**config.mk**
```make
export PLATFORM = sky130hd
export DESIGN_NAME = dmvm
export DESIGN_NICKNAME = d
export VERILOG_FILES = /design/src/common/gat_data_pkg.sv /design/src/core/dmvm.sv
export VERILOG_INCLUDE_DIRS = /design/src /design/src/common
export SDC_FILE = /design/constraint.sdc
export NUM_CORES = 2
export LEC_CHECK = 0
export BUFFER_PORTS_ARGS = -buffer_cell sky130_fd_sc_hd__buf_4
export CORE_AREA = 2 2 234 236
export CTS_CLUSTER_DIAMETER = 120
export DETAILED_ROUTE_END_ITERATION = 8
export DIE_AREA = 0 0 236 238
export GPL_TIMING_DRIVEN = 0
export PLACE_DENSITY = 0.79
export SETUP_SLACK_MARGIN = 0.02
export SYNTH_ARGS = -nofsm -noshare
export SYNTH_HDL_FRONTEND = slang
export SYNTH_SLANG_ARGS = --single-unit
```
**constraint.sdc**
```tcl
create_clock -name clk -period 6.2 [get_ports clk]
set_input_delay 1.24 -clock clk [delete_from_list [all_inputs] [get_ports clk]]
set_output_delay 1.24 -clock clk [all_outputs]
set_load 0.05 [all_outputs]
```
**src/common/gat_config.svh**
```systemverilog
// =========================================================================
// Sizes, widths and memory depths of the graph attention feature layer
// Result memory layout and address widths of every BRAM
// =========================================================================

`ifndef GAT_CONFIG_SVH
`define GAT_CONFIG_SVH

// Word widths
`define DATA_WIDTH          8
`define COL_IDX_WIDTH       4
`define ROW_LEN_WIDTH       4
`define WH_DATA_WIDTH       20
`define COEF_WIDTH          32
`define NEW_FEATURE_WIDTH   32
`define H_DATA_WIDTH        (`DATA_WIDTH + `COL_IDX_WIDTH)

// Graph size
`define TOTAL_NODES         16
`define NUM_FEATURE_IN      11
`define NUM_FEATURE_OUT     4
`define H_NUM_SPARSE_DATA   64

// W followed by both halves of the attention vector
`define WEIGHT_DEPTH        (`NUM_FEATURE_IN * `NUM_FEATURE_OUT + 2 * `NUM_FEATURE_OUT)

// Result memory, one block of slots per node
`define FEAT_SLOTS          8
`define NEW_FEATURE_DEPTH   (`TOTAL_NODES * `FEAT_SLOTS)

// Multiply stage plus log2(NUM_FEATURE_OUT) adder levels
`define NUM_STAGES          3

// Address widths
`define H_DATA_ADDR_W       $clog2(`H_NUM_SPARSE_DATA)
`define NODE_INFO_ADDR_W    $clog2(`TOTAL_NODES)
`define WEIGHT_ADDR_W       $clog2(`WEIGHT_DEPTH)
`define NEW_FEATURE_ADDR_W  $clog2(`NEW_FEATURE_DEPTH)

`endif

```
**src/common/gat_data_pkg.sv**
```systemverilog
// =========================================================================
// Graph data word types: sparse H entries, row lengths
// Weight matrix, attention vector, WH rows and coefficients
// =========================================================================

`default_nettype none

`include "gat_config.svh"

package gat_data_pkg;

  typedef logic signed [`DATA_WIDTH-1:0]    weight_t;
  typedef logic signed [`WH_DATA_WIDTH-1:0] wh_t;
  typedef logic signed [`COEF_WIDTH-1:0]    coef_t;

  // One nonzero of H, value in the upper bits
  typedef struct packed {
    logic signed [`DATA_WIDTH-1:0] value;
    logic [`COL_IDX_WIDTH-1:0]     col_idx;
  } h_data_t;

  typedef struct packed {
    logic [`ROW_LEN_WIDTH-1:0] row_len;
  } node_info_t;

  // Entry (i, j) is weight[i][j]
  typedef weight_t [`NUM_FEATURE_IN-1:0][`NUM_FEATURE_OUT-1:0] weight_mat_t;

  // First half of the attention vector only
  typedef weight_t [`NUM_FEATURE_OUT-1:0] attn_vec_t;

  typedef wh_t [`NUM_FEATURE_OUT-1:0] wh_row_t;

endpackage

`default_nettype wire

```
**src/core/dmvm.sv**
```systemverilog
// =========================================================================
// Pipelined dot product of a WH row with the source attention half
// =========================================================================

`timescale 1ns/1ns
`default_nettype none

`include "gat_config.svh"

module dmvm
  import gat_data_pkg::*;
(
  input  logic      clk,
  input  logic      rst,
  input  wh_row_t   wh_row,
  input  logic      wh_valid,
  input  attn_vec_t attn,
  output coef_t     coef,
  output logic      coef_valid
);

  localparam int N = `NUM_FEATURE_OUT;

  // Level 0 holds the products, each later level halves the count
  coef_t                  tree [`NUM_STAGES][N];
  logic [`NUM_STAGES-1:0] stage_vld;

  // Operands widened first so the product keeps all of its bits
  always_ff @(posedge clk) begin
    for (int j = 0; j < N; j++) begin
      tree[0][j] <= coef_t'($signed(attn[j])) * coef_t'($signed(wh_row[j]));
    end
    for (int l = 1; l < `NUM_STAGES; l++) begin
      for (int j = 0; j < (N >> l); j++) begin
        tree[l][j] <= tree[l-1][2*j] + tree[l-1][2*j+1];
      end
    end
  end

  // Valid travels beside the data, a new row may enter every cycle
  always_ff @(posedge clk) begin
    if (rst) begin
      stage_vld <= '0;
    end else begin
      stage_vld <= {stage_vld[`NUM_STAGES-2:0], wh_valid};
    end
  end

  assign coef       = tree[`NUM_STAGES-1][0];
  assign coef_valid = stage_vld[`NUM_STAGES-1];

endmodule

`default_nettype wire

```
==> summary.md <==
| Metric | Value |
|---|---|
| Status | finished, final reports clean |
| First-pass GRT wire length | approximately 110000 µm |
| Fin util | a little over three fifths |
| CP endpoint kind | flip-flop |
| Count of final hold-check violations | 0 |
| Seq/Total Area, Yosys | between 10 and 15% |
| Highest Clock Rate | approximately 160 MHz |
| Clock transition at the registers of the reported paths | 70 ps |
| Worst Setup SP | attn[7] |
| WL per Instance | 15.6 µm |
| GR met1 Demand/Resource | 33.2% |
| Peak VDD IR | about 0.00035 V |
| CTS Sinks | around 210 |
| Hpwl dp | between 50000 and 60000 µm |
| Unrepaired setup endpoints after global routing | false |
| Chip height | 238 µm |
| Clk_lat worst skew | ~500 ps |
| Ant. Diodes | 0 |
| Worst hold slack | between 400 and 500 ps |
| Worst slew pin tran | ~800 ps |
| Area Overhead vs Synth | 8.41% |
| CTS Root Cell | clkbuf_16 |
| Nature of the critical path startpoint | input port |
| Cell count after synthesis | roughly 3400 |
| Row count | 85 |
| Fin crit period | about 6100 ps |
| CP max stage delay | ~490 ps |
| Power per Cell Area | between 500 and 600 nW/µm² |
| Final antenna-violating net count | 0 |
| Leak | 16.8 nW |
| Core ar. | 53500 µm² |
| Slew Viols, Final | 0 |
| Main flop type after synthesis | dfxtp_1 |
| PnR worst setup slack | 114 ps |
| Final wirelength | between 60000 and 70000 µm |
| Die Area | 56200 µm² |
| Syn Nets | roughly 4300 |
| Starting density of the core | a little under 60% |
| DP Area | 32700 µm² |
| Synthesized flop and latch total | 211 |
| Htree depth | 1 |
| Pre-CTS WS | -639 ps |
| Slowest CP cell | fa_1 |
| GR peak layer | met2 |
| Ys async rst share | 0% |
| Most common cell on crit path | fa_1 |
| Layout cell share with drive strength beyond 1 | between 6 and 7% |
| Number of max-cap violations | 0 |
| Initial DRT Pass Iterations | 5 |
| EDFF count, synth | 0 |
| Synth unique cells | 71 |
| RR Endpoint | tree[0][220] |
| Drc violations | 0 |
| Critical path cell sequence | buf_4, clkinv_2, buf_4, nor2_1, fa_1, fa_1, fa_1, inv_1, fa_1, inv_1, ha_1, nor2b_1, a31o_1, o21a_1, a221o_1, a41o_1, a311o_2, and4_1, nor3_2 |
| Post-CTS Hold Buffers | 0 |
| CP Class | input port to flip-flop |
| Largest net degree at the start of global routing | 19 |
| Synth warnings | 0 |
| Hold Crit Class | flip-flop to flip-flop |
| Slew HR | 45.0% |
| Maximum root-to-sink buffer count | 3 |
| Worst path required time | between 6000 and 7000 ps |
| Die width | about 240 µm |
| Worst-path fanout max | 10 |
| WP data arrival | 6480 ps |
| Global Route met2 Usage | a little over two fifths |
| IO Pins | roughly 150 |
| Met3 GRT Util | 2.42% |
| Setup Skew | between 15 and 20 ps |
| Crit path capture | tree[0][127] |
| Cell area after layout | 33500 µm² |
| CTS Buf Count | 21 |
| Total GRT Usage | 24.7% |
| Total of fill cells in the finished design | roughly 4500 |
| Setup slack, reg-to-reg | between 2000 and 3000 ps |
| Vias per cell | 5.28 |
| Via Count | approximately 22000 |
| Port bufs | around 120 |
| Final net count | 4458 |
| Cell Area, Synth | roughly 31000 µm² |
| CTS tree | yes |
| Vias in the first global route | between 20000 and 25000 |
| Mean Syn Cell Area | between 9 and 10 µm² |
| RePlAce Congestion | 0.899 |
| Final setup violation count | 0 |
| RR Startpoint | tree[0][32] |
| Worst reg-to-reg path cell count | 12 |
| Final period utilization | 98.2% |
| Violation count after the first detailed-routing iteration | between 1000 and 1500 |
| Initial antenna violation count | 4 |
| Total grt overflow | 0 |
## Yosys cell counts, types with 11 or more instances
library cell	instances	area (µm²)
inv_1	720	2700
fa_1	511	10200
and2_1	492	3080
ha_1	299	3740
dfxtp_1	211	4220
nor2_1	157	589
xnor2_1	133	1160
nand2_1	132	495
a21oi_1	108	541
a21o_1	75	563
clkbuf_1	64	240
o21ai_0	64	320
xor2_1	50	438
nand2b_1	37	231
o21a_1	33	248
buf_4	32	240
nor2b_1	26	163
nand3_1	25	125
o21bai_1	24	180
nor3_1	23	115
a211oi_1	15	113
o21ai_1	15	75.1
o31ai_1	12	90.1
a31oi_1	11	68.8
## state kept, by name (all words and copies together), names as in the netlist
| name | cells |
|---|---|
| stage_vld | 3 |
| tree | 208 |
## stage by stage
step                std cells  TNS, ps  total power, mW
floorplan                3391        0             12.9
global placement         4206    -9800             15.9
detailed placement       4206   -10320             16.1
CTS                      4242        0             17.6
global route             4243        0             19.6
finish                   4243        0             17.7
## layer usage
layer  wire length [µm]  part of all wire (%)
met1              29500                    45
met2              31800                    48
met3               3220                   4.9
met4               1600                   2.4
met5                  0                     0
## worst min path at each step
stage / endpoint / startpoint / slack, ps / depth (start not counted)
global placement: stage_vld[2] / stage_vld[1] / 420 / 1
detailed placement: stage_vld[2] / stage_vld[1] / 430 / 1
floorplan: stage_vld[1] / stage_vld[0] / 410 / 1
global route: stage_vld[2] / stage_vld[1] / 460 / 1
CTS: stage_vld[2] / stage_vld[1] / 440 / 1
finish: stage_vld[2] / stage_vld[1] / 440 / 1
## final cells by class
cell class / instances / area [µm²] / area share, %
clock inverter: 12 / 210 / 0.627
clock buffer: 25 / 551 / 1.64
multi-input combinational: 2358 / 23500 / 70.2
buffer: 96 / 497 / 1.48
timing repair buffer: 121 / 908 / 2.71
tap: 696 / 871 / 2.60
sequential: 211 / 4220 / 12.6
inverter: 724 / 2730 / 8.14
## worst max-delay path: cells and delay by family
kind | cells | cell delay [ps]
adder cells (fa/ha/maj) | 5 | 2230
AO/OA/AOI/OAI | 5 | 1600
AND/OR/NAND/NOR | 4 | 770
buffers and inverters | 5 | 630
## layout by cell type, fill, tap and decap left out, drive strengths merged, types with 4 or more instances in the layout
master / n
o41ai: 4
ha: 299
clkinv: 5
nor2b: 26
a311oi: 6
xnor2: 133
a21boi: 6
nand3: 25
a221oi: 4
and2: 492
clkbuf: 87
fa: 511
or3: 10
dfxtp: 211
or2: 4
a211oi: 15
o31ai: 12
o21a: 33
a31oi: 11
o31a: 5
xor2: 50
nor4: 4
a21o: 75
and3: 10
buf: 155
o21ai: 79
nand4: 8
o311ai: 4
a21oi: 108
nand2: 132
inv: 722
clkinvlp: 4
nor3: 23
nor2: 157
bufinv: 5
nand2b: 37
o211ai: 8
o21bai: 24
a211o: 4
## power by group
group / total (mW) / switching, mW / internal, mW
Clock: 1.40 / 0.546 / 0.852
Sequential: 2.60 / 0.332 / 2.27
Combinational: 13.7 / 7.83 / 5.88
## repair_timing
action                     in CTS  in global routing
setup endpoints to repair       6                 19
setup buffers                   0                  2
resized for setup               5                 28
pin swaps                       0                  0
## cells by family (layout without fill, tap and decap cells)
kind of cell    count (synthesis)  count (layout)  share of synthesized area (%)
flops                         211             211                           13.7
fa+ha+maj                     810             810                           45.2
simple gates                  934             934                           16.4
buf+inv                       822             978                           10.4
xor+xnor                      183             183                           5.18
compound gates                430             430                           9.19
mux                             1               1                         0.0324
Power figures use the tool's default switching activity.
