File: config.mk
export PLATFORM = sky130hd
export DESIGN_NAME = feature_writer
export DESIGN_NICKNAME = d
export VERILOG_FILES = /design/src/common/gat_data_pkg.sv /design/src/common/gat_mem_pkg.sv /design/src/rtl/feature_writer.sv
export VERILOG_INCLUDE_DIRS = /design/src /design/src/common
export SDC_FILE = /design/constraint.sdc
export NUM_CORES = 1
export LEC_CHECK = 0
export BUFFER_PORTS_ARGS = -buffer_cell sky130_fd_sc_hd__clkbuf_2
export CAP_MARGIN = 30
export CELL_PAD_IN_SITES_DETAIL_PLACEMENT = 0
export CELL_PAD_IN_SITES_GLOBAL_PLACEMENT = 1
export CORE_MARGIN = 3
export CORE_UTILIZATION = 43
export CTS_CLUSTER_SIZE = 12
export DETAILED_ROUTE_END_ITERATION = 8
export GPL_TIMING_DRIVEN = 0
export PLACE_DENSITY_LB_ADDON = 0.1
export SYNTH_ARGS = -nofsm -noshare
export SYNTH_HDL_FRONTEND = slang
export SYNTH_SLANG_ARGS = --single-unit
File: constraint.sdc
create_clock -name clk -period 18.25 [get_ports clk]
set_input_delay 0.9125 -clock clk [delete_from_list [all_inputs] [get_ports clk]]
set_output_delay 0.9125 -clock clk [all_outputs]
set_load 0.05 [all_outputs]
File: src/common/gat_config.svh
// =========================================================================
// Sizes, widths and memory depths of the graph attention feature layer
// Result memory layout and address widths of every BRAM
// =========================================================================

`ifndef GAT_CONFIG_SVH
`define GAT_CONFIG_SVH

// Word widths
`define DATA_WIDTH          8
`define COL_IDX_WIDTH       4
`define ROW_LEN_WIDTH       4
`define WH_DATA_WIDTH       20
`define COEF_WIDTH          32
`define NEW_FEATURE_WIDTH   32
`define H_DATA_WIDTH        (`DATA_WIDTH + `COL_IDX_WIDTH)

// Graph size
`define TOTAL_NODES         16
`define NUM_FEATURE_IN      11
`define NUM_FEATURE_OUT     4
`define H_NUM_SPARSE_DATA   64

// W followed by both halves of the attention vector
`define WEIGHT_DEPTH        (`NUM_FEATURE_IN * `NUM_FEATURE_OUT + 2 * `NUM_FEATURE_OUT)

// Result memory, one block of slots per node
`define FEAT_SLOTS          8
`define NEW_FEATURE_DEPTH   (`TOTAL_NODES * `FEAT_SLOTS)

// Multiply stage plus log2(NUM_FEATURE_OUT) adder levels
`define NUM_STAGES          3

// Address widths
`define H_DATA_ADDR_W       $clog2(`H_NUM_SPARSE_DATA)
`define NODE_INFO_ADDR_W    $clog2(`TOTAL_NODES)
`define WEIGHT_ADDR_W       $clog2(`WEIGHT_DEPTH)
`define NEW_FEATURE_ADDR_W  $clog2(`NEW_FEATURE_DEPTH)

`endif

File: src/common/gat_data_pkg.sv
// =========================================================================
// Graph data word types: sparse H entries, row lengths
// Weight matrix, attention vector, WH rows and coefficients
// =========================================================================

`default_nettype none

`include "gat_config.svh"

package gat_data_pkg;

  typedef logic signed [`DATA_WIDTH-1:0]    weight_t;
  typedef logic signed [`WH_DATA_WIDTH-1:0] wh_t;
  typedef logic signed [`COEF_WIDTH-1:0]    coef_t;

  // One nonzero of H, value in the upper bits
  typedef struct packed {
    logic signed [`DATA_WIDTH-1:0] value;
    logic [`COL_IDX_WIDTH-1:0]     col_idx;
  } h_data_t;

  typedef struct packed {
    logic [`ROW_LEN_WIDTH-1:0] row_len;
  } node_info_t;

  // Entry (i, j) is weight[i][j]
  typedef weight_t [`NUM_FEATURE_IN-1:0][`NUM_FEATURE_OUT-1:0] weight_mat_t;

  // First half of the attention vector only
  typedef weight_t [`NUM_FEATURE_OUT-1:0] attn_vec_t;

  typedef wh_t [`NUM_FEATURE_OUT-1:0] wh_row_t;

endpackage

`default_nettype wire

File: src/common/gat_mem_pkg.sv
// =========================================================================
// BRAM write-port bundles for H data, node info, weights and results
// =========================================================================

`default_nettype none

`include "gat_config.svh"

package gat_mem_pkg;

  typedef struct packed {
    logic [`H_DATA_WIDTH-1:0]  din;
    logic                      ena;
    logic                      wea;
    logic [`H_DATA_ADDR_W-1:0] addra;
  } h_data_wr_t;

  typedef struct packed {
    logic [`ROW_LEN_WIDTH-1:0]    din;
    logic                         ena;
    logic                         wea;
    logic [`NODE_INFO_ADDR_W-1:0] addra;
  } node_info_wr_t;

  typedef struct packed {
    logic [`DATA_WIDTH-1:0]    din;
    logic                      ena;
    logic                      wea;
    logic [`WEIGHT_ADDR_W-1:0] addra;
  } wgt_wr_t;

  // Written by the core, read from outside
  typedef struct packed {
    logic [`NEW_FEATURE_WIDTH-1:0]  din;
    logic                           ena;
    logic                           wea;
    logic [`NEW_FEATURE_ADDR_W-1:0] addra;
  } feat_wr_t;

endpackage

`default_nettype wire

File: src/rtl/feature_writer.sv
// =========================================================================
// Result writer, WH slots of a node then its coefficient slot
// Raises gat_ready after the last node is written
// =========================================================================

`timescale 1ns/1ns
`default_nettype none

`include "gat_config.svh"

module feature_writer
  import gat_data_pkg::*;
  import gat_mem_pkg::*;
(
  input  logic                         clk,
  input  logic                         rst,
  input  wh_row_t                      wh_row,
  input  logic [`NODE_INFO_ADDR_W-1:0] wh_node,
  input  logic                         wh_valid,
  input  coef_t                        coef,
  input  logic                         coef_valid,
  input  logic                         rows_done,
  output feat_wr_t                     feat_wr,
  output logic                         feat_busy,
  output logic                         gat_ready
);

  localparam int SLOT_W = $clog2(`FEAT_SLOTS);
  localparam int IDX_W  = $clog2(`NUM_FEATURE_OUT);
  localparam int ADDR_W = `NEW_FEATURE_ADDR_W;
  localparam int FEAT_W = `NEW_FEATURE_WIDTH;

  typedef enum logic [1:0] {S_IDLE, S_SLOTS, S_COEF} state_t;

  state_t                       state;
  wh_row_t                      row_q;
  logic [`NODE_INFO_ADDR_W-1:0] node_q;
  logic [SLOT_W-1:0]            slot;
  coef_t                        coef_q;
  logic                         coef_held;
  logic                         coef_wr;

  // Coefficient may arrive while WH slots are still being written
  assign coef_wr   = (state == S_COEF) && coef_held;
  assign feat_busy = wh_valid || (state != S_IDLE);

  always_comb begin
    feat_wr.ena   = (state == S_SLOTS) || coef_wr;
    feat_wr.wea   = feat_wr.ena;
    feat_wr.addra = ADDR_W'(node_q * `FEAT_SLOTS + slot);
    feat_wr.din   = coef_wr ? coef_q : FEAT_W'($signed(row_q[slot[IDX_W-1:0]]));
  end

  // =========================================================================
  // Slot sequencing
  // =========================================================================
  always_ff @(posedge clk) begin
    if (rst) begin
      state     <= S_IDLE;
      slot      <= '0;
      coef_held <= 1'b0;
      gat_ready <= 1'b0;
    end else begin
      case (state)
        S_IDLE: begin
          if (wh_valid) begin
            slot  <= '0;
            state <= S_SLOTS;
          end
        end
        S_SLOTS: begin
          // Last WH slot steps the counter onto the coefficient slot
          slot <= slot + 1'b1;
          if (slot == SLOT_W'(`NUM_FEATURE_OUT - 1)) begin
            state <= S_COEF;
          end
        end
        S_COEF: begin
          if (coef_held) begin
            state <= S_IDLE;
            if (rows_done) begin
              gat_ready <= 1'b1;
            end
          end
        end
        default: state <= S_IDLE;
      endcase
      if (coef_valid) begin
        coef_held <= 1'b1;
      end else if (coef_wr) begin
        coef_held <= 1'b0;
      end
    end
  end

  always_ff @(posedge clk) begin
    if (state == S_IDLE && wh_valid) begin
      row_q  <= wh_row;
      node_q <= wh_node;
    end
    if (coef_valid) begin
      coef_q <= coef;
    end
  end

endmodule

`default_nettype wire

==> metrics <==
minimum clock period after layout 3.23 ns; layout cells sized above 1 49.9%; setup fix buffers added after clock tree synthesis 0; final core utilization 60.8%; effective utilization at floorplan 44.4%; dominant combinational cell family by area after synthesis multiplexers; clock edge transition at the registers on the reported setup and hold paths 0.06 ns; maximum root-to-sink buffer count 2; final-report setup violation count 0; number of levels in the clock H-tree 4; first-pass GRT wire length 14,600 um; worst hold margin 0.473 ns; overall die width 110 um; max capacitance violation total 0; number of synthesized register bits 123; class of the most critical setup path register to primary output; Floorplan Core Area 10,400 um2; hold buffer count at CTS 0; final setup slack of the worst path 15.02 ns; net total in the final layout 565; number of nets in the synthesized netlist 376; largest net degree at the start of global routing 34; Final GP Congestion 0.715; cell type with the highest aggregate area in the netlist edfxtp_1; headroom to the max-slew limit 36.0%; leading cell types by total area after synthesis edfxtp_1, mux4_2, nand2_1; critical path capture point type primary output; Core Rows 37; library cell appearing most often on the critical path nand2_1; dominant synthesized flop cell edfxtp_1; Final Hold Fails 0; number of enable flip-flop cells after synthesis 116; total global routing overflow 0; RSZ-0062 raised after global routing no; antenna violations before repair 0; number of buffers inserted during clock tree synthesis 17; proportion of register bits with asynchronous set or reset after synthesis 0%; portion of the clock cycle consumed by the worst path in the final layout 17.7%; number of pins with negative max-slew slack in the final report 0; number of fill cells in the layout 862; Post-Place Setup Slack 15.54 ns; Total Wirelength 9750 um; slowest stage delay, CP 0.59 ns; cell area after technology mapping 4630 um2; compound-gate portion of the synthesized area 3.16%; area share of the largest cell type after synthesis 75.2%; top post-synthesis cells by count edfxtp_1, nand2_1, mux4_2, a21o_1, dfxtp_1; number of global-route vias before repair 2,865; number of remaining DRC errors 0; power density over cell area 122 nW/um2; post-cts repair resize count 0; clk_lat worst skew 0.51 ns; clock tree from TritonCTS yes; crit path DAT 2.32 ns; HPWL after detailed placement 6880 um; length of the first detailed-routing pass in iterations 5; number of instances in the synthesized netlist 253; height of the die 110 um; sort of element at the start of the critical path register; routed length per placed instance 16.5 um; total track usage 17.1%; most frequent cell after synthesis edfxtp_1; worst-path fanout max 10; worst min-delay path category register to register; Least-Margin Pin Slew 0.959 ns; IO buf count 163; number of warnings printed during yosys synthesis 0; worst reg2reg path depth 4; Detail Route Antenna Nets 0; library cell used as clock root buffer clkbuf_8; post-synthesis mux area share 9.73%; area added between synthesis and finish 36.8%; outcome finished clean; static leakage 2.67 nW; total power draw 0.773 mW; count of routing violations after the opening detailed-route iteration 105; number of top-level pins 164; antenna diode count 0; aggregate negative setup slack 0 ns; maximum frequency from static timing analysis 0.310 GHz; worst vdd rail ir drop 0.0755 mV; total vias in the final route 2,802; slowest library cell on the worst path clkbuf_1; Post-Synth XOR/XNOR Area 0%; post-synthesis area per instance 18.3 um2; number of library cell types mapped by synthesis 22; basic-gate share of the synthesized area counting and, or, nand and nor cells 6.70%; number of clock sinks seen by CTS 123; worst clock skew on the final layout 0.0125 ns; worst hold stages 2; synthesized-area fraction occupied by adder cells 0.541%; per-cell via count in the routed design 4.74; share of synthesized area occupied by flip-flops and latches 78.3%; cell breakdown of the critical path clkbuf_1, mux4_2, nand2_1, nand2_1, clkbuf_2; required time of the worst setup path 17.34 ns; die area 12,000 um2
cell families (layout without fill, tap and decap cells):
logic type / count (synthesis) / count (layout)
flip-flops: 123 / 123
AO/OA/AOI/OAI: 20 / 20
buffers and inverters: 14 / 216
AND/OR/NAND/NOR: 74 / 74
multiplexers: 20 / 20
adder cells (fa/ha/maj): 2 / 2
through the flow:
step	cell area [um2]	instances
final	6330	591
after global routing	6330	591
after CTS	6330	591
after detailed placement	5700	559
after global placement	5620	552
after floorplan	4630	253
metal layers:
metal | vias to the layer above | track usage, % | wire (um)
met4 | 0 | 5.52 | 83
li1 | 1349 | - | -
met1 | 1338 | 20.4 | 3980
met3 | 7 | 7.93 | 823
met5 | - | 0 | 0
met2 | 108 | 27.8 | 4860
worst max-delay path, delay by kind of cell, from the launching register on:
family	cells	cell delay [ns]
DFF	1	0.43
muxes	1	0.41
and+or+nand+nor	2	0.14
buffers and inverters	2	0.83
flip-flops by register name, summed over array words and instances, names as in the netlist:
| name | flops |
|---|---|
| coef_q | 32 |
| state | 2 |
| row_q | 80 |
| slot | 3 |
| gat_ready | 1 |
| coef_held | 1 |
| node_q | 4 |
report_power, final:
part,internal [mW],switching (mW)
registers,0.329,0.00472
logic,0.0293,0.0530
clock network,0.236,0.121
layout make-up:
class                           count  area [um2]  area share, %
Sequential cell                   123        3620           57.2
Clock inverter                     15         220           3.48
Clock buffer                       17         414           6.54
Tap cell                          136         170           2.69
Buffer                             12        66.3           1.05
Timing Repair Buffer              170         895           14.1
Multi-Input combinational cell    116         937           14.8
Inverter                            2        7.51          0.119
final timing paths:
check / to / slack [ns] / startpoint
hold / removal: gat_ready / 0.47 / gat_ready
setup reg to reg: row_q[68] / 16.31 / state[1]
hold reg to reg: gat_ready / 0.47 / gat_ready
setup / recovery: feat_wr[19] / 15.02 / slot[1]
placed cells by master (no fill, tap or decap), types with 3 or more instances in the layout:
master | Yosys | routed
clkbuf_2 | 0 | 163
mux4_2 | 20 | 20
clkinv_1 | 0 | 3
edfxtp_1 | 116 | 116
a21oi_1 | 3 | 3
buf_6 | 1 | 8
bufinv_16 | 0 | 5
clkbuf_16 | 0 | 16
clkbuf_1 | 6 | 6
nand2_1 | 59 | 59
nor2_1 | 6 | 6
buf_4 | 3 | 3
dfxtp_1 | 7 | 7
inv_6 | 0 | 3
a21o_1 | 13 | 13
No activity file was read; power rests on OpenSTA's default activity.
