<file path="src/common/gat_config.svh">
// =========================================================================
// Sizes, widths and memory depths of the graph attention feature layer
// Result memory layout and address widths of every BRAM
// =========================================================================

`ifndef GAT_CONFIG_SVH
`define GAT_CONFIG_SVH

// Word widths
`define DATA_WIDTH          8
`define COL_IDX_WIDTH       4
`define ROW_LEN_WIDTH       4
`define WH_DATA_WIDTH       20
`define COEF_WIDTH          32
`define NEW_FEATURE_WIDTH   32
`define H_DATA_WIDTH        (`DATA_WIDTH + `COL_IDX_WIDTH)

// Graph size
`define TOTAL_NODES         16
`define NUM_FEATURE_IN      11
`define NUM_FEATURE_OUT     4
`define H_NUM_SPARSE_DATA   64

// W followed by both halves of the attention vector
`define WEIGHT_DEPTH        (`NUM_FEATURE_IN * `NUM_FEATURE_OUT + 2 * `NUM_FEATURE_OUT)

// Result memory, one block of slots per node
`define FEAT_SLOTS          8
`define NEW_FEATURE_DEPTH   (`TOTAL_NODES * `FEAT_SLOTS)

// Multiply stage plus log2(NUM_FEATURE_OUT) adder levels
`define NUM_STAGES          3

// Address widths
`define H_DATA_ADDR_W       $clog2(`H_NUM_SPARSE_DATA)
`define NODE_INFO_ADDR_W    $clog2(`TOTAL_NODES)
`define WEIGHT_ADDR_W       $clog2(`WEIGHT_DEPTH)
`define NEW_FEATURE_ADDR_W  $clog2(`NEW_FEATURE_DEPTH)

`endif

</file>
<file path="src/common/gat_data_pkg.sv">
// =========================================================================
// Graph data word types: sparse H entries, row lengths
// Weight matrix, attention vector, WH rows and coefficients
// =========================================================================

`default_nettype none

`include "gat_config.svh"

package gat_data_pkg;

  typedef logic signed [`DATA_WIDTH-1:0]    weight_t;
  typedef logic signed [`WH_DATA_WIDTH-1:0] wh_t;
  typedef logic signed [`COEF_WIDTH-1:0]    coef_t;

  // One nonzero of H, value in the upper bits
  typedef struct packed {
    logic signed [`DATA_WIDTH-1:0] value;
    logic [`COL_IDX_WIDTH-1:0]     col_idx;
  } h_data_t;

  typedef struct packed {
    logic [`ROW_LEN_WIDTH-1:0] row_len;
  } node_info_t;

  // Entry (i, j) is weight[i][j]
  typedef weight_t [`NUM_FEATURE_IN-1:0][`NUM_FEATURE_OUT-1:0] weight_mat_t;

  // First half of the attention vector only
  typedef weight_t [`NUM_FEATURE_OUT-1:0] attn_vec_t;

  typedef wh_t [`NUM_FEATURE_OUT-1:0] wh_row_t;

endpackage

`default_nettype wire

</file>
<file path="src/core/weight_loader.sv">
// =========================================================================
// Weight loader, copies W and the source attention half from the
// weight BRAM into registers before the multiply starts
// =========================================================================

`timescale 1ns/1ns
`default_nettype none

`include "gat_config.svh"

module weight_loader
  import gat_data_pkg::*;
(
  input  logic                       clk,
  input  logic                       rst,
  input  logic                       wgt_bram_load_done,
  output logic [`WEIGHT_ADDR_W-1:0]  wgt_addrb,
  input  logic [`DATA_WIDTH-1:0]     wgt_dout,
  output weight_mat_t                weight,
  output attn_vec_t                  attn,
  output logic                       weights_loaded
);

  localparam int W_BITS    = $bits(weight_mat_t);
  localparam int LOAD_BITS = W_BITS + $bits(attn_vec_t);
  localparam int LAST_ADDR = `NUM_FEATURE_IN * `NUM_FEATURE_OUT + `NUM_FEATURE_OUT - 1;

  logic                 busy;
  logic                 rd_valid;
  logic                 rd_last;
  logic [LOAD_BITS-1:0] load_sr;

  // Address walk over W then the first attention entries
  always_ff @(posedge clk) begin
    if (rst) begin
      wgt_addrb      <= '0;
      busy           <= 1'b0;
      rd_valid       <= 1'b0;
      rd_last        <= 1'b0;
      weights_loaded <= 1'b0;
    end else begin
      rd_valid <= busy;
      rd_last  <= busy && (wgt_addrb == LAST_ADDR);
      if (rd_last) begin
        weights_loaded <= 1'b1;
      end
      if (busy) begin
        if (wgt_addrb == LAST_ADDR) begin
          busy <= 1'b0;
        end else begin
          wgt_addrb <= wgt_addrb + 1'b1;
        end
      end else if (wgt_bram_load_done && !rd_valid && !weights_loaded) begin
        busy <= 1'b1;
      end
    end
  end

  // Words shift in from the top, so address k ends at bits k*DATA_WIDTH
  always_ff @(posedge clk) begin
    if (rd_valid) begin
      load_sr <= {wgt_dout, load_sr[LOAD_BITS-1:`DATA_WIDTH]};
    end
  end

  assign weight = load_sr[W_BITS-1:0];
  assign attn   = load_sr[LOAD_BITS-1:W_BITS];

endmodule

`default_nettype wire

</file>
<file path="config.mk">
export PLATFORM = sky130hd
export DESIGN_NAME = weight_loader
export DESIGN_NICKNAME = d
export VERILOG_FILES = /design/src/common/gat_data_pkg.sv /design/src/core/weight_loader.sv
export VERILOG_INCLUDE_DIRS = /design/src /design/src/common
export SDC_FILE = /design/constraint.sdc
export NUM_CORES = 1
export LEC_CHECK = 0
export BUFFER_PORTS_ARGS = -buffer_cell sky130_fd_sc_hd__buf_4
export CAP_MARGIN = 20
export CELL_PAD_IN_SITES_DETAIL_PLACEMENT = 0
export CELL_PAD_IN_SITES_GLOBAL_PLACEMENT = 1
export CORE_MARGIN = 3
export CORE_UTILIZATION = 40
export CTS_BUF_LIST = sky130_fd_sc_hd__clkbuf_4 sky130_fd_sc_hd__clkbuf_8
export CTS_CLUSTER_SIZE = 24
export DETAILED_ROUTE_END_ITERATION = 8
export PLACE_DENSITY = 0.79
export SYNTH_ARGS = -nofsm -noshare
export SYNTH_HDL_FRONTEND = slang
export SYNTH_SLANG_ARGS = --single-unit
</file>
<file path="constraint.sdc">
create_clock -name clk -period 14.8 [get_ports clk]
set_input_delay 2.96 -clock clk [delete_from_list [all_inputs] [get_ports clk]]
set_output_delay 2.96 -clock clk [all_outputs]
set_load 0.01 [all_outputs]
</file>
==> results of run 1 <==
==> power by group through the flow <==
stage	registers (mW)	logic, mW	clock network [mW]
6_report	1.30	0.110	0.849
3_3_place_gp	1.32	0.110	0
4_1_cts	1.30	0.111	0.882
3_5_place_dp	1.33	0.111	0
5_1_grt	1.31	0.118	0.929
2_1_floorplan	1.37	0.00575	0
==> flip-flops by register name, indices dropped and copies added, names as in the netlist <==
register / cells
busy: 1
load_sr: 384
rd_last: 1
rd_valid: 1
weights_loaded: 1
wgt_addrb: 6
==> per-layer routing <==
| metal | global-route usage | share of wire | up-vias |
|---|---|---|---|
| met5 | 0 | 0 | - |
| met4 | 0.0590 | 0.025 | 0 |
| met3 | 0.0792 | 0.14 | 50 |
| met2 | 0.244 | 0.47 | 348 |
| met1 | 0.183 | 0.37 | 2994 |
| li1 | - | - | 2708 |
==> cell families (layout without fill, tap and decap cells) <==
logic type      count (synthesis)  in the layout  share of synthesized area
simple gates                   25             25                     0.0141
compound gates                 10             10                    0.00552
buf+inv                         4            514                    0.00208
mux                             1              1                    0.00125
flops                         394            394                      0.976
fa+ha+maj                       1              1                    0.00104
==> through the flow <==
step | power [mW] | setup WS, ns | hold slack, ns | util
6_report | 2.26 | 10.62 | 0.445 | 0.572
5_1_grt | 2.35 | 10.54 | 0.450 | 0.572
4_1_cts | 2.30 | 10.54 | 0.447 | 0.572
3_5_place_dp | 1.44 | 11.11 | 0.434 | 0.532
3_3_place_gp | 1.43 | 11.11 | 0.431 | 0.532
2_1_floorplan | 1.38 | 5.28 | 0.411 | -
==> how the worst min path moves through the flow <==
stage | start | end | depth (start not counted) | slack (ns)
final | load_sr[382] | load_sr[374] | 0 | 0.45
after global routing | load_sr[348] | load_sr[340] | 0 | 0.45
after CTS | load_sr[382] | load_sr[374] | 0 | 0.45
after detailed placement | load_sr[202] | load_sr[194] | 0 | 0.43
after global placement | load_sr[23] | load_sr[15] | 0 | 0.43
after floorplan | rd_last | weights_loaded | 2 | 0.41
==> synthesized netlist by cell type, types with 2 or more instances <==
library cell	count
o311ai_1	2
dfxtp_1	10
nor3b_1	3
nand4b_1	2
buf_2	2
a31oi_1	2
a21oi_1	3
nor2_1	4
nor2b_1	2
edfxtp_1	384
nand2_1	5
==> area by class of cell <==
class / instances / area (um2) / area share
clock buffers: 78 / 967 / 0.0579
clock inverters: 29 / 185 / 0.0111
inverters: 1 / 3.75 / 0.000225
multi-input cells: 37 / 263 / 0.0157
flip-flops and latches: 394 / 11700 / 0.703
well taps: 384 / 480 / 0.0288
repair buffers: 406 / 3060 / 0.183
==> metrics.yaml, run 1 <==
initial_utilization: 0.412
ys_seq_elements: 394
placed_cell_area_mm2: 0.0155
rsz0062_at_grt: "false"
vdd_drop_max_mv: 0.103
dr.pass1.iters: 4
path_clk_slew_ns: 0.06
postSynth.asyncResetShare: 0
ctsHtreeMaxLevel: 2
max_freq_mhz: 239
synthTopCellsByArea: "edfxtp_1 (96%), dfxtp_1 (1.7%), nor3b_1 (0.19%)"
period_needed_ns: 4.18
power_frac_clock: 0.375
syn_nets: 447
tritoncts: "built"
drc: 0
worst-path-stages: 1
rr_worst_depth: 2
synth_top_area_cell: "edfxtp_1"
hold_violations: 0
antenna_found_initial: 0
cts_hold_buf: 0
skew_ns: 0.0162
fin_area_mm2: 0.0167
die_h_um: 179
p_per_area_mw_per_mm2: 135
num_rows: 62
drt_wl_total_um: 26500
cts_buffers: 60
cts-resized-gates: 0
die_w_um: 179
fin_tns_setup_ns: 0
r2r-start: "rd_valid"
io_buffers: 401
rr_endpoint: "load_sr[123]"
nFillCells: 2204
path_cells: "buf_4"
ys.flop_type: "edfxtp_1"
overflow: 0
hold_class: "register to register"
route.detailed.wl_per_inst_um: 19.9
switching_power_mw: 0.478
start_kind: "register"
tightest_slew_ns: 1.07
drt.antenna.violating_nets: 0
grt_pass1_wl_um: 37800
combPwrFrac: 0.049
finalSetupViolCount: 0
crit_buf_inv: 1
final_cell_mix: "buf_4 (405), edfxtp_1 (384), clkbuf_8 (61)"
endpoint: "weight[267]"
maxSlewHeadroom: 0.288
synth_warnings: 0
max_stage_delay_ns: 0.46
cp.required_ns: 11.84
nets: 912
critPathKind: "register to output pin"
root_buffer: "clkbuf_8"
ios: 402
clockBufferDepth: 3
finalMaxSlewViolations: 0
p_int_mw: 1.78
first_global_vias: 6240
via_count: 6100
seq_area_frac_synth: 0.976
final_common_cell: "buf_4"
dpl.hpwl_um: 18400
leakage_nw: 6.27
grt_max_degree: 87
cp_top_family: "flip-flops"
syn-cell-area_mm2: 0.0120
core-area_mm2: 0.0292
swShare: 0.211
yosysUniqueCellTypes: 27
drive_above_1_share: 0.531
diodes: 0
crit_slowest_cell: "edfxtp_1"
gp_congestion: 0.769
synth_area_per_cell_um2: 27.6
cp_max_fo: 2
clock-sinks: 394
drtIter0Drc: 365
maxCapViolCount: 0
via_per_inst: 4.59
seq_power_share: 0.576
critPathLaunch: "load_sr[267]"
clock_latency_ns: 0.58
outcome: "completed"
area_growth_pct: 38.9
fin_cells: 1329
end_kind: "output pin"
cts_setup_buffers: 0
die_area_mm2: 0.0322
dp.cells: 1221
track_usage: 0.155
synth-edff-count: 384
post-route-period-util: 0.283
crit_arrival_ns: 1.22
yosysTopAreaCellShare: 0.959
synth_cells: 435
r2r_slack_ns: 11.67
Power figures use the tool's default switching activity.
==> run 2: changes to the inputs <==
Settings changed: PLACE_DENSITY 0.79 to 0.82.
Clock period 14.8 ns to 3.7 ns, I/O delays scaled along.
==> metrics.yaml, run 2 (synthesis results as in run 1) <==
path_cells: "buf_4"  # unchanged
critPathKind: "register to output pin"  # unchanged
io_buffers: 401  # unchanged
min_from: "wgt_dout[0]"  # was load_sr[382]
cts_hold_buf: 0  # unchanged
crit_slowest_cell: "edfxtp_1"  # unchanged
drt_wl_total_um: 27400  # was 26500 um
hold_violations: 0  # unchanged
whs_path_depth: 1  # was 0
r2r_slack_ns: 1.74  # was 11.67 ns
crit_arrival_ns: 1.26  # was 1.22 ns
grt_pass1_wl_um: 39000  # was 37800 um
ios: 402  # unchanged
antenna_found_initial: 0  # unchanged
clock_latency_ns: 0.57  # was 0.58 ns
max_freq_mhz: 501
final_common_cell: "buf_4"  # unchanged
clock-sinks: 394  # unchanged
via_count: 6165  # was 6100
final_cell_mix: "buf_4 (403), edfxtp_1 (384), clkbuf_8 (61)"  # was buf_4 (405), edfxtp_1 (384), clkbuf_8 (61)
tritoncts: "built"  # unchanged
post-route-period-util: 0.539
cp_max_fo: 2  # unchanged
initial_utilization: 0.412  # unchanged
place_ws_ns: 1.78  # was 11.11 ns
fin_tns_setup_ns: 0  # unchanged
maxSlewHeadroom: 0.478  # was 0.288
die_w_um: 179  # unchanged
tightest_slew_ns: 0.784  # was 1.07 ns
outcome: "completed"  # unchanged
area_growth_pct: 39.0  # was 38.9%
hold-path-endpoint: "load_sr[376]"  # was load_sr[374]
largest_reg_flops: 384  # unchanged
period_needed_ns: 2.00
nFillCells: 2147  # was 2204
vdd_drop_max_mv: 0.415  # was 0.103 mV
grt_max_degree: 104  # was 87
core-area_mm2: 0.0292  # unchanged
rr_worst_depth: 1  # was 2
route.detailed.wl_per_inst_um: 20.6  # was 19.9 um
drive_above_1_share: 0.534  # was 0.531
clockBufferDepth: 3  # unchanged
setup_ws_ns: 1.70  # was 10.62 ns
regMostFlops: "load_sr"  # unchanged
track_usage: 0.160  # was 0.155
rsz0062_at_grt: "false"  # unchanged
maxCapViolCount: 0  # unchanged
hold_class: "input pin to register"  # was register to register
skew_ns: 0.0342  # was 0.0162 ns
finalSetupViolCount: 0  # unchanged
cts_setup_buffers: 0  # unchanged
root_buffer: "clkbuf_8"  # unchanged
first_global_vias: 6331  # was 6240
nets: 913  # was 912
leakage_nw: 6.28  # was 6.27 nW
end_kind: "output pin"  # unchanged
via_per_inst: 4.64  # was 4.59
cts-resized-gates: 0  # unchanged
diodes: 0  # unchanged
crit_buf_inv: 1  # unchanged
gp_congestion: 0.794  # was 0.769
cts_buffers: 61  # was 60
r2r-start: "rd_valid"  # unchanged
start_kind: "register"  # unchanged
dpl.hpwl_um: 19000  # was 18400 um
num_rows: 62  # unchanged
drt.antenna.violating_nets: 0  # unchanged
drc: 0  # unchanged
cp_top_family: "flip-flops"  # unchanged
ctsHtreeMaxLevel: 2  # unchanged
finalMaxSlewViolations: 0  # unchanged
die_area_mm2: 0.0322  # unchanged
path_clk_slew_ns: 0.07  # was 0.06 ns
die_h_um: 179  # unchanged
overflow: 0  # unchanged
drtIter0Drc: 357  # was 365
cp.required_ns: 2.96  # was 11.84 ns
max_stage_delay_ns: 0.48  # was 0.46 ns
rr_endpoint: "load_sr[84]"  # was load_sr[123]
p_per_area_mw_per_mm2: 542  # was 135 mW/mm2
dr.pass1.iters: 4  # unchanged
top_regs: "load_sr: 384 flops, wgt_addrb: 6 flops"  # unchanged
## run 2: where the power goes
group	switching, mW	internal, mW	leakage (nW)	total (mW)
sequential	0.115	5.09	3.61	5.21
combinational	0.243	0.200	2.06	0.443
clock	1.57	1.83	0.608	3.40
## run 2: layout make-up
type	count	area (um2)	share of cell area
flip-flops and latches	394	11700	0.702
repair buffers	406	3090	0.185
clock buffers	77	960	0.0574
well taps	384	480	0.0288
multi-input cells	37	263	0.0157
clock inverters	29	183	0.0109
inverters	1	3.75	0.000225
## run 2: how the worst max path moves through the flow
stage | from | endpoint | slack [ns] | cells past startpoint
6_report | load_sr[199] | weight[199] | 1.70 | 1
3_5_place_dp | rd_valid | load_sr[100] | 1.78 | 1
5_1_grt | rd_valid | load_sr[84] | 1.60 | 1
2_1_floorplan | rd_valid | busy | 0.37 | 2
3_3_place_gp | rd_valid | load_sr[1] | 1.84 | 1
4_1_cts | load_sr[199] | weight[199] | 1.64 | 1
## run 2: metrics by stage
stage | cell area (um2) | util | hold WS (ns) | cells | power, mW
floorplan | 12000 | - | 0.411 | 435 | 5.44
global placement | 15600 | 0.534 | 0.417 | 1222 | 5.74
detailed placement | 15600 | 0.534 | 0.431 | 1222 | 5.75
CTS | 16700 | 0.573 | 0.287 | 1328 | 9.19
global route | 16700 | 0.573 | 0.288 | 1328 | 9.42
finish | 16700 | 0.573 | 0.337 | 1328 | 9.05
## run 2: per-layer routing
metal	vias to the layer above	global-route usage	part of all wire
li1	2706	-	-
met1	3060	0.191	0.37
met2	354	0.254	0.47
met3	45	0.0836	0.14
met4	0	0.0467	0.018
met5	-	0	0
