### src/common/gat_config.svh
// =========================================================================
// Sizes, widths and memory depths of the graph attention feature layer
// Result memory layout and address widths of every BRAM
// =========================================================================

`ifndef GAT_CONFIG_SVH
`define GAT_CONFIG_SVH

// Word widths
`define DATA_WIDTH          8
`define COL_IDX_WIDTH       4
`define ROW_LEN_WIDTH       4
`define WH_DATA_WIDTH       20
`define COEF_WIDTH          32
`define NEW_FEATURE_WIDTH   32
`define H_DATA_WIDTH        (`DATA_WIDTH + `COL_IDX_WIDTH)

// Graph size
`define TOTAL_NODES         16
`define NUM_FEATURE_IN      11
`define NUM_FEATURE_OUT     4
`define H_NUM_SPARSE_DATA   64

// W followed by both halves of the attention vector
`define WEIGHT_DEPTH        (`NUM_FEATURE_IN * `NUM_FEATURE_OUT + 2 * `NUM_FEATURE_OUT)

// Result memory, one block of slots per node
`define FEAT_SLOTS          8
`define NEW_FEATURE_DEPTH   (`TOTAL_NODES * `FEAT_SLOTS)

// Multiply stage plus log2(NUM_FEATURE_OUT) adder levels
`define NUM_STAGES          3

// Address widths
`define H_DATA_ADDR_W       $clog2(`H_NUM_SPARSE_DATA)
`define NODE_INFO_ADDR_W    $clog2(`TOTAL_NODES)
`define WEIGHT_ADDR_W       $clog2(`WEIGHT_DEPTH)
`define NEW_FEATURE_ADDR_W  $clog2(`NEW_FEATURE_DEPTH)

`endif

### src/common/gat_data_pkg.sv
// =========================================================================
// Graph data word types: sparse H entries, row lengths
// Weight matrix, attention vector, WH rows and coefficients
// =========================================================================

`default_nettype none

`include "gat_config.svh"

package gat_data_pkg;

  typedef logic signed [`DATA_WIDTH-1:0]    weight_t;
  typedef logic signed [`WH_DATA_WIDTH-1:0] wh_t;
  typedef logic signed [`COEF_WIDTH-1:0]    coef_t;

  // One nonzero of H, value in the upper bits
  typedef struct packed {
    logic signed [`DATA_WIDTH-1:0] value;
    logic [`COL_IDX_WIDTH-1:0]     col_idx;
  } h_data_t;

  typedef struct packed {
    logic [`ROW_LEN_WIDTH-1:0] row_len;
  } node_info_t;

  // Entry (i, j) is weight[i][j]
  typedef weight_t [`NUM_FEATURE_IN-1:0][`NUM_FEATURE_OUT-1:0] weight_mat_t;

  // First half of the attention vector only
  typedef weight_t [`NUM_FEATURE_OUT-1:0] attn_vec_t;

  typedef wh_t [`NUM_FEATURE_OUT-1:0] wh_row_t;

endpackage

`default_nettype wire

### src/core/spmm.sv
// =========================================================================
// Sparse row times dense W, one node at a time
// Reads the row length, then each nonzero, and accumulates the WH row
// =========================================================================

`timescale 1ns/1ns
`default_nettype none

`include "gat_config.svh"

module spmm
  import gat_data_pkg::*;
(
  input  logic                          clk,
  input  logic                          rst,
  input  logic                          weights_loaded,
  input  logic                          h_data_bram_load_done,
  input  logic                          h_node_info_bram_load_done,
  output logic [`NODE_INFO_ADDR_W-1:0]  node_info_addrb,
  input  node_info_t                    node_info_dout,
  output logic [`H_DATA_ADDR_W-1:0]     h_data_addrb,
  input  h_data_t                       h_data_dout,
  input  weight_mat_t                   weight,
  input  logic                          feat_busy,
  output wh_row_t                       wh_row,
  output logic [`NODE_INFO_ADDR_W-1:0]  wh_node,
  output logic                          wh_valid,
  output logic                          rows_done
);

  localparam int LAST_NODE = `TOTAL_NODES - 1;

  typedef enum logic [2:0] {
    S_IDLE, S_LEN_RD, S_LEN, S_H_RD, S_H_ACC, S_EMIT, S_DONE
  } state_t;

  state_t                       state;
  logic [`NODE_INFO_ADDR_W-1:0] node;
  logic [`ROW_LEN_WIDTH-1:0]    row_len;
  logic [`ROW_LEN_WIDTH-1:0]    entry_cnt;
  wh_row_t                      mac_sum;

  assign node_info_addrb = node;

  // Value times the addressed W row, added to the running sums
  always_comb begin
    for (int j = 0; j < `NUM_FEATURE_OUT; j++) begin
      mac_sum[j] = wh_row[j] + $signed(h_data_dout.value) *
                   $signed(weight[h_data_dout.col_idx][j]);
    end
  end

  // =========================================================================
  // Control FSM, two cycles per nonzero for the BRAM read
  // =========================================================================
  always_ff @(posedge clk) begin
    if (rst) begin
      state        <= S_IDLE;
      node         <= '0;
      h_data_addrb <= '0;
      wh_valid     <= 1'b0;
      rows_done    <= 1'b0;
    end else begin
      wh_valid <= 1'b0;
      case (state)
        S_IDLE: begin
          if (weights_loaded && h_data_bram_load_done && h_node_info_bram_load_done) begin
            state <= S_LEN_RD;
          end
        end
        S_LEN_RD: state <= S_LEN;
        S_LEN:    state <= (node_info_dout.row_len == '0) ? S_EMIT : S_H_RD;
        S_H_RD:   state <= S_H_ACC;
        S_H_ACC: begin
          h_data_addrb <= h_data_addrb + 1'b1;
          state        <= (entry_cnt + 1'b1 == row_len) ? S_EMIT : S_H_RD;
        end
        S_EMIT: begin
          // Hold the row until the writer has drained the previous one
          if (!feat_busy) begin
            wh_valid <= 1'b1;
            if (node == LAST_NODE) begin
              rows_done <= 1'b1;
              state     <= S_DONE;
            end else begin
              node  <= node + 1'b1;
              state <= S_LEN_RD;
            end
          end
        end
        default: state <= S_DONE;
      endcase
    end
  end

  // Row accumulators and per-row bookkeeping
  always_ff @(posedge clk) begin
    if (state == S_LEN) begin
      row_len   <= node_info_dout.row_len;
      entry_cnt <= '0;
      wh_row    <= '0;
    end else if (state == S_H_ACC) begin
      entry_cnt <= entry_cnt + 1'b1;
      wh_row    <= mac_sum;
    end
    if (state == S_EMIT && !feat_busy) begin
      wh_node <= node;
    end
  end

endmodule

`default_nettype wire

### config.mk
export PLATFORM = sky130hd
export DESIGN_NAME = spmm
export DESIGN_NICKNAME = d
export VERILOG_FILES = /design/src/common/gat_data_pkg.sv /design/src/core/spmm.sv
export VERILOG_INCLUDE_DIRS = /design/src /design/src/common
export SDC_FILE = /design/constraint.sdc
export NUM_CORES = 1
export LEC_CHECK = 0
export BUFFER_PORTS_ARGS = -buffer_cell sky130_fd_sc_hd__buf_4
export CORE_ASPECT_RATIO = 1.25
export CORE_MARGIN = 10
export CORE_UTILIZATION = 52
export CTS_CLUSTER_DIAMETER = 200
export CTS_CLUSTER_SIZE = 40
export DETAILED_ROUTE_END_ITERATION = 6
export GPL_TIMING_DRIVEN = 1
export PLACE_DENSITY = 0.84
export SLEW_MARGIN = 5
export SYNTH_ARGS = -nofsm -noshare
export SYNTH_HDL_FRONTEND = slang
export SYNTH_SLANG_ARGS = --single-unit
### constraint.sdc
create_clock -name clk -period 8 [get_ports clk]
set_input_delay 0.8 -clock clk [delete_from_list [all_inputs] [get_ports clk]]
set_output_delay 0.8 -clock clk [all_outputs]
set_load 0.02 [all_outputs]
==> results by group, run 1 <==
Status
  • Status: complete, no violations

GRT
  • First-pass GRT wire length: 111000 um
  • Gr ovfl total: 0
  • Initial antenna violation count: 15
  • GR Util All Layers: 29.9%
  • Vias in the first global route: roughly 19000
  • Largest net degree at the start of global routing: 91

Synthesis
  • Register area share after synthesis: 10.6%
  • Number of synthesized flops with an enable pin: 8
  • Syn Inst Count: 2213
  • Ys Warns: 0
  • Cell Area, Synth: 0.0210 mm2
  • Flops & latches, synth: ~110
  • Post-synth ARST share: 0%
  • Number of distinct library cells after synthesis: 68
  • Post-synth top flop: dfxtp_1
  • Avg Synthesized Cell Area: 9.48 um2
  • Syn Nets: 3126

Cells and area
  • Syn-to-layout area delta: 20.1%
  • Commonest non-fill, non-tap cell in the layout: buf_4
  • Filler cells: about 3300
  • Most frequent cells in the layout: buf_4, inv_1, fa_1
  • Fraction of layout cells with a size suffix above 1: 23.9%
  • Post-route non-filler standard cell count: ~3100
  • Layout Nets: 3536

CTS
  • Clock transition at path regs: 80 ps
  • CTS Hold Bufs: 0
  • CTS Root Cell: clkbuf_16
  • Post-CTS Setup Bufs: 0
  • CTS tree: yes
  • H-tree levels: 3
  • Clk sinks: 107
  • Skew-Pair Late Insertion Delay: 390 ps
  • Num CTS Buffers: 9
  • Clk buf depth: 2
  • Post-cts gate resize count: 0

Timing
  • Final Cycle Share: 90.3%
  • Setup_tns: 0 ps
  • Final-report setup violation count: 0
  • Worst Skew: 10.1 ps
  • Worst-Margin Slew: 1070 ps
  • Final min period: between 7000 and 8000 ps
  • Final count of pins violating max slew: 0
  • Count of final hold-check violations: 0
  • Slew HR: 28.5%
  • Unrepaired setup endpoints after global routing: false
  • Max Freq: about 140 MHz
  • Setup slack after layout: 778 ps

Critical path
  • Delay of the slowest cell on the worst path: 550 ps
  • Critical Path RT: 8290 ps
  • Slowest-stage cell, CP: mux4_2
  • Critical Path Start Type: input port
  • Reg2Reg Setup Slack: 2980 ps
  • CP dominant cell by count: fa_1
  • Crit path max-delay family: adder cells
  • Register-to-Register Path Depth: 17
  • CP cell instances: buf_6, buf_4, mux4_2, o21ai_0, o21ai_1, and2_1, fa_1, inv_1, fa_1, inv_1, fa_1, fa_1, fa_1, ha_1, a2111oi_0, o21ai_1, nand2_1, o21ai_0, a211oi_1, nor3_1, o21a_1
  • Reg-to-reg startpoint: wh_row[6]
  • RR Endpoint: wh_row[15]
  • WS Path Type: input port to flop
  • Crit. End Element: flop
  • Critical Path AT: 7510 ps
  • CP max FO: 28
  • Buf/Inv on CP: 4

Min path
  • Hold depth: 2
  • Hold Path Sink: wh_row[27]
  • Hold Path Origin: wh_row[27]
  • Tightest Hold Check Type: flop to flop

Power
  • P_leak: 12.7 nW
  • Gate power share: 86.5%
  • Cell Pwr Density: 350 mW/mm2
  • Switching power: around 4.6 mW
  • Total power: 8.81 mW
  • Peak supply drop: about 0.35 mV
  • Sw frac: a little over half
  • Internal: 4.21 mW
  • Flop pwr share: 8.3%
  • Clk pwr share: 5.2%

Die
  • Core Area: 0.0400 mm2
  • Starting Density: between 50% and 60%
  • Chip width: ~200 um
  • Floorplan row count: 82
  • Die Ht: 245 um
  • Die ar.: approximately 0.05 mm2
  • I/O pin count: 470

Route
  • ANT nets after route: 0
  • Vias per inst: ~5.6
  • DR vias: ~18000
  • Initial DRC Count: 1193
  • First drt pass iteration count: 7
  • WL final: 72500 um
  • DRC Markers: 0
  • WL/cell: ~23 um

Place
  • Post-place setup slack: around 520 ps
  • Placed insts: 3116
  • GP Congestion: 0.974
  • Port-buffer cells: approximately 470
  • Detailed Place HPWL: just over 60000 um

Flow run
  • Max Cap Viol: 0
==> per-layer routing <==
layer	GRT usage, %	wire length (um)	up-vias
met3	8.16	6670	98
li1	-	-	7962
met1	35.2	26700	8934
met5	0	26	-
met2	50.5	36800	683
met4	11.8	2310	4
==> metrics by stage <==
| step | util (%) | hold WS (ps) | area, um2 |
|---|---|---|---|
| floorplan | - | 454 | 21000 |
| global placement | 62.2 | 455 | 24900 |
| detailed placement | 62.2 | 466 | 24900 |
| CTS | 62.9 | 477 | 25200 |
| global route | 63.0 | 493 | 25200 |
| finish | 63.0 | 475 | 25200 |
==> how the worst max path moves through the flow <==
| stage | startpoint | to | cells after the start |
|---|---|---|---|
| 3_5_place_dp | h_data_dout[0] | wh_row[15] | 21 |
| 2_1_floorplan | h_data_dout[0] | wh_row[78] | 23 |
| 5_1_grt | h_data_dout[1] | wh_row[15] | 22 |
| 4_1_cts | h_data_dout[0] | wh_row[15] | 21 |
| 3_3_place_gp | h_data_dout[0] | wh_row[18] | 20 |
| 6_report | h_data_dout[0] | wh_row[15] | 21 |
==> power groups by stage <==
stage | logic (mW) | registers, mW | clock network, mW
after floorplan | 5.70 | 0.808 | 0
after global placement | 7.18 | 0.739 | 0
after detailed placement | 7.53 | 0.742 | 0
after CTS | 7.61 | 0.730 | 0.468
after global routing | 8.61 | 0.741 | 0.482
final | 7.62 | 0.730 | 0.460
==> cells in the mapped netlist, drive strengths merged, types with 8 or more instances <==
cell | n | area share [%]
a211oi | 18 | 0.67
a21o | 18 | 0.64
a21oi | 95 | 2.3
and2 | 142 | 4.2
buf | 50 | 1.4
clkbuf | 46 | 0.82
dfxtp | 99 | 9.4
edfxtp | 8 | 1.1
fa | 352 | 34
ha | 187 | 11
inv | 380 | 6.8
mux2i | 38 | 1.8
mux4 | 64 | 6.9
nand2 | 291 | 5.2
nand2b | 9 | 0.27
nand3 | 13 | 0.31
nor2 | 68 | 1.2
nor3 | 10 | 0.26
o211ai | 38 | 1.4
o21a | 11 | 0.42
o21ai | 108 | 2.9
xnor2 | 58 | 2.4
xor2 | 31 | 1.3
==> layout make-up <==
class | instances | area (um2) | share of cell area [%]
sequential | 107 | 2220 | 8.82
clock inverter | 6 | 47.5 | 0.189
timing repair buffer | 495 | 3730 | 14.8
antenna | 11 | 27.5 | 0.109
multi-input combinational | 1630 | 16900 | 67.0
tap | 504 | 631 | 2.50
clock buffer | 10 | 229 | 0.909
inverter | 380 | 1430 | 5.66
==> worst min-delay path, cell delays in order, from the launching register on <==
cell and delay [ps]:
dfxtp_1 330, nand2_1 60, a21oi_1 50
==> cell families after synthesis <==
group | count (synthesis) | share of synthesized area (%)
AO/OA/AOI/OAI | 333 | 10.6
XOR/XNOR | 89 | 3.72
adder cells (fa/ha/maj) | 539 | 44.7
buffers and inverters | 476 | 9.00
AND/OR/NAND/NOR | 562 | 12.4
multiplexers | 107 | 8.95
flip-flops | 107 | 10.6
==> flip-flops by register name, summed over array words and instances (netlist names) <==
register	flops
h_data_addrb	6
wh_row	80
wh_node	4
row_len	4
rows_done	1
entry_cnt	4
wh_valid	1
state	3
node_info_addrb	4
(Power assumes the default switching activity.)
==> run 2: changes to the inputs <==
Settings changed: CORE_MARGIN 10 to 2.
==> results by group, run 2 (synthesis results as in run 1) <==
Timing
  • Count of final hold-check violations: 0
  • Worst-Margin Slew: 901 ps
  • Final-report setup violation count: 0
  • Slew HR: 39.9%
  • Worst Skew: around 17 ps
  • Final count of pins violating max slew: 0
  • Max Freq: 140 MHz
  • Setup_tns: 0 ps
  • Unrepaired setup endpoints after global routing: false
  • Final Cycle Share: between 80% and 90%
  • Final min period: 7130 ps

GRT
  • GR Util All Layers: 35.8%
  • Initial antenna violation count: 12
  • Largest net degree at the start of global routing: 69
  • Vias in the first global route: 19500
  • First-pass GRT wire length: ~110000 um
  • Gr ovfl total: 0

Place
  • Detailed Place HPWL: 61800 um
  • Placed insts: slightly above 3000
  • Port-buffer cells: between 400 and 500
  • Post-DP Area: 0.0249 mm2
  • GP Congestion: 1.04

Route
  • DR vias: 18100
  • WL/cell: around 23 um
  • ANT nets after route: 0
  • First drt pass iteration count: 5
  • Initial DRC Count: 1269
  • WL final: roughly 73000 um
  • Vias per inst: 5.76
  • DRC Markers: 0

Power
  • Peak supply drop: 0.276 mV
  • P_leak: 12.7 nW
  • Cell Pwr Density: 354 mW/mm2
  • Total power: 8.95 mW

Die
  • Floorplan row count: 82
  • Chip width: 184 um
  • Die ar.: about 0.042 mm2
  • I/O pin count: between 400 and 500
  • Die Ht: ~230 um
  • Core Area: 0.0399 mm2
  • Starting Density: a little over half

Cells and area
  • Leading registers by flop count: wh_row x80, h_data_addrb x6
  • Filler cells: approximately 3200
  • Final Cell Area: 0.0253 mm2
  • Most frequent cells in the layout: buf_4, inv_1, fa_1
  • Footprint of the multi-input gates: 0.0169 mm2
  • Fraction of layout cells with a size suffix above 1: about a quarter
  • Syn-to-layout area delta: 20.4%
  • Layout Nets: 3536
  • Post-route non-filler standard cell count: 3143
  • Commonest non-fill, non-tap cell in the layout: buf_4
  • Reg area: approximately 0.0022 mm2
  • Largest Register: wh_row
  • Number of flip-flops in the largest register: 80

Min path
  • Tightest Hold Check Type: flop to flop

Flow run
  • Max Cap Viol: 0

CTS
  • Post-CTS Setup Bufs: 0
  • H-tree levels: 3
  • Post-cts gate resize count: 0
  • Clock transition at path regs: ~80 ps
  • Skew-Pair Late Insertion Delay: 410 ps
  • Clk sinks: 107
  • CTS Root Cell: clkbuf_16
  • Clk buf depth: 2
  • CTS tree: yes
  • Num CTS Buffers: 9
  • CTS Hold Bufs: 0

Critical path
  • Critical Path RT: between 8000 and 9000 ps
  • CP max FO: 35
  • WS Path Type: input port to flop
  • Critical Path AT: approximately 7400 ps
  • Critical Path Start Type: input port
  • Crit. End Element: flop

Status
  • Status: complete, no violations
-- run 2: cell types whose count changed in the layout (fill, tap and decap cells not counted) --
cell        delta
clkinvlp_4     -2
inv_6          -1
clkbuf_1       -1
inv_4          -1
buf_12         +2
buf_4          -2
inv_8          +2
clkinv_8       +3
-- run 2: metal layers --
| layer | routed length, um | vias up | GRT usage [%] |
|---|---|---|---|
| met4 | 4450 | 2 | 19.6 |
| met5 | 11 | - | 0 |
| met1 | 26300 | 9102 | 41.7 |
| met3 | 6730 | 193 | 9.18 |
| li1 | - | 7961 | - |
| met2 | 35700 | 837 | 60.2 |
-- run 2: report_power, final --
group | internal, mW | switching [mW]
clock | 0.226 | 0.267
combinational | 3.38 | 4.35
sequential | 0.624 | 0.109
total | 4.23 | 4.72
-- run 2: cell type report --
type,count,area share [%]
clock buffers,9,0.891
clock inverters,7,0.352
repair buffers,495,14.9
diodes,11,0.109
flip-flops and latches,107,8.80
well taps,504,2.50
multi-input cells,1630,66.8
inverters,380,5.65
-- run 2: final timing paths --
kind / depth (start not counted) / to / start / slack [ps]
setup / recovery: 21 / wh_row[58] / h_data_dout[1] / 870
hold / removal: 1 / wh_row[59] / wh_row[59] / 480
setup reg to reg: 18 / wh_row[58] / wh_row[44] / 2920
hold reg to reg: 1 / wh_row[59] / wh_row[59] / 480
-- run 2: stage by stage --
| step | worst slack [ps] | util (%) | hold WS (ps) |
|---|---|---|---|
| floorplan | 1160 | - | 454 |
| global placement | 731 | 62.4 | 454 |
| detailed placement | 583 | 62.4 | 457 |
| CTS | 982 | 63.2 | 478 |
| global route | 545 | 63.3 | 498 |
| finish | 866 | 63.3 | 475 |
-- run 2: critical path, cell delays in order --
cell	delay, ps
buf_4	410
buf_12	330
mux2i_1	140
o211ai_1	480
o21ai_0	240
o21ai_2	370
nand2_1	130
fa_1	520
fa_1	560
inv_1	50
fa_1	500
fa_1	430
fa_1	470
ha_1	350
o21a_1	230
a211oi_2	310
o221ai_2	190
a211oi_1	420
o31ai_1	150
xnor2_1	170
a21oi_1	80
==> run 3: changes to the inputs <==
Settings changed: PLACE_DENSITY 0.84 to 0.87, SETUP_SLACK_MARGIN set to 0.5.
Clock period 8 ns to 5.95 ns, I/O delays scaled along.
==> results by group, run 3 (synthesis results as in run 1) <==
Status
  • Status: finished, violations left
  • Failing checks: design-rule violations, negative setup slack

Die
  • Die Ht: 229 um
  • Chip width: 184 um
  • I/O pin count: 470
  • Starting Density: 52.6%
  • Die ar.: 0.0420 mm2
  • Core Area: 0.0399 mm2
  • Floorplan row count: 82

CTS
  • Clock transition at path regs: 90 ps
  • Clk buf depth: 2
  • Clk sinks: 107
  • CTS Root Cell: clkbuf_16
  • Num CTS Buffers: 9
  • Skew-Pair Late Insertion Delay: 420 ps
  • CTS tree: yes
  • H-tree levels: 3
  • CTS Hold Bufs: 0

Critical path
  • Crit path launch: h_data_dout[1]
  • Slowest-stage cell, CP: fa_1
  • Reg2Reg Setup Slack: 620 ps
  • Register-to-Register Path Depth: 15
  • Crit path max-delay family: adder cells
  • Critical Path Start Type: input port
  • CP cell instances: buf_12, buf_4, mux2i_1, o211ai_1, o21ai_1, o21ai_2, buf_4, and2_1, fa_1, inv_2, fa_1, inv_1, fa_1, fa_1, ha_4, ha_4, a21o_1, a21oi_1, o221ai_2, a211oi_2, o31ai_2, xnor2_1, a21oi_1
  • Reg-to-reg startpoint: wh_row[49]
  • CP max FO: 9
  • Critical Path AT: 6760 ps
  • CP dominant cell by count: fa_1
  • Critical Path Stages: 23
  • Critical Path RT: 6200 ps
  • RR Endpoint: wh_row[58]
  • WS Path Type: input port to flop
  • Crit path to: wh_row[58]
  • Crit. End Element: flop
  • Delay of the slowest cell on the worst path: between 600 and 700 ps
  • Buf/Inv on CP: 5

Cells and area
  • Final Cell Area: roughly 0.03 mm2
  • Leading registers by flop count: wh_row x80, h_data_addrb x6
  • Commonest non-fill, non-tap cell in the layout: buf_4
  • Syn-to-layout area delta: 41.3%
  • Final core occ: 74.3%
  • Layout Nets: 3841
  • Most frequent cells in the layout: buf_4, inv_1, fa_1
  • Number of flip-flops in the largest register: 80
  • Fraction of layout cells with a size suffix above 1: between 40% and 50%
  • Largest Register: wh_row

Timing
  • Worst-Margin Slew: 1110 ps
  • Hold slack: between 300 and 400 ps
  • Final Cycle Share: 109%
  • Unrepaired setup endpoints after global routing: true
  • Slew HR: 26.3%
  • Final min period: 6510 ps
  • Setup_tns: -5870 ps
  • Final count of pins violating max slew: 0
  • Count of final hold-check violations: 0
  • Worst Skew: slightly above 20 ps
  • Max Freq: between 150 and 200 MHz
  • Final-report setup violation count: 27
  • Setup slack after layout: -558 ps

Place
  • Port-buffer cells: 469
  • GP Congestion: 0.980
  • Post-place setup slack: -637 ps
  • Detailed Place HPWL: 65000 um
  • Post-DP Area: 0.0270 mm2

Power
  • P_leak: 14.5 nW
  • Cell Pwr Density: 657 mW/mm2
  • Peak supply drop: 0.483 mV

GRT
  • First-pass GRT wire length: between 100000 and 150000 um
  • GR Util All Layers: a little over two fifths
  • Vias in the first global route: between 20000 and 25000
  • Gr ovfl total: 0
  • Largest net degree at the start of global routing: 81
  • Initial antenna violation count: 18

Min path
  • Tightest Hold Check Type: input port to flop

Route
  • WL/cell: between 20 and 30 um
  • WL final: 97900 um
  • Initial DRC Count: around 2400
  • DRC Markers: 30
  • ANT nets after route: 0
  • DR vias: ~22000
  • First drt pass iteration count: 7
  • Vias per inst: between 6 and 7

Flow run
  • Max Cap Viol: 0
==> run 3: how the worst min path moves through the flow <==
stage,start,endpoint,slack (ps),depth (start not counted)
floorplan,entry_cnt[1],entry_cnt[1],450,2
global placement,wh_row[59],wh_row[59],460,1
detailed placement,wh_row[59],wh_row[59],460,1
CTS,node_info_dout[2],row_len[2],370,1
global route,node_info_dout[2],row_len[2],350,1
finish,node_info_dout[2],row_len[2],370,1
==> run 3: report_power, final <==
group          internal, mW  switching [mW]
clock network         0.305           0.385
registers             0.838           0.186
logic                  8.50            9.27
total                  9.64            9.84
==> run 3: what timing repair did <==
action                                 4_1_cts  5_1_grt
setup endpoints to repair                   48       51
setup buffers                               48       28
endpoints found under the hold margin        0        0
pin swaps                                  148      103
gates cloned                                 3        0
gates resized for setup                    229      112
==> run 3: layout make-up <==
cell class                 count  area, um2
multi-input combinational   1630      18500
fill                        2440      10300
timing repair buffer         800       6500
sequential                   107       2220
inverter                     380       1430
tap                          504        631
clock buffer                   9        225
clock inverter                 7       93.8
antenna                       13       32.5
==> run 3: through the flow <==
step | cells | power (mW)
final | 3450 | 19.5
after global placement | 3342 | 13.1
after CTS | 3409 | 16.4
after floorplan | 2213 | 9.36
after global routing | 3444 | 20.4
after detailed placement | 3342 | 13.8
==> run 3: metal layers <==
| metal | track usage [%] | part of all wire, % | routed length (um) | up-vias |
|---|---|---|---|---|
| met4 | 35.6 | 11 | 10800 | 8 |
| met5 | 0 | 0.047 | 46 | - |
| li1 | - | - | - | 8581 |
| met2 | 68.5 | 45 | 44400 | 2078 |
| met3 | 15.4 | 14 | 13300 | 823 |
| met1 | 45.0 | 30 | 29300 | 10400 |
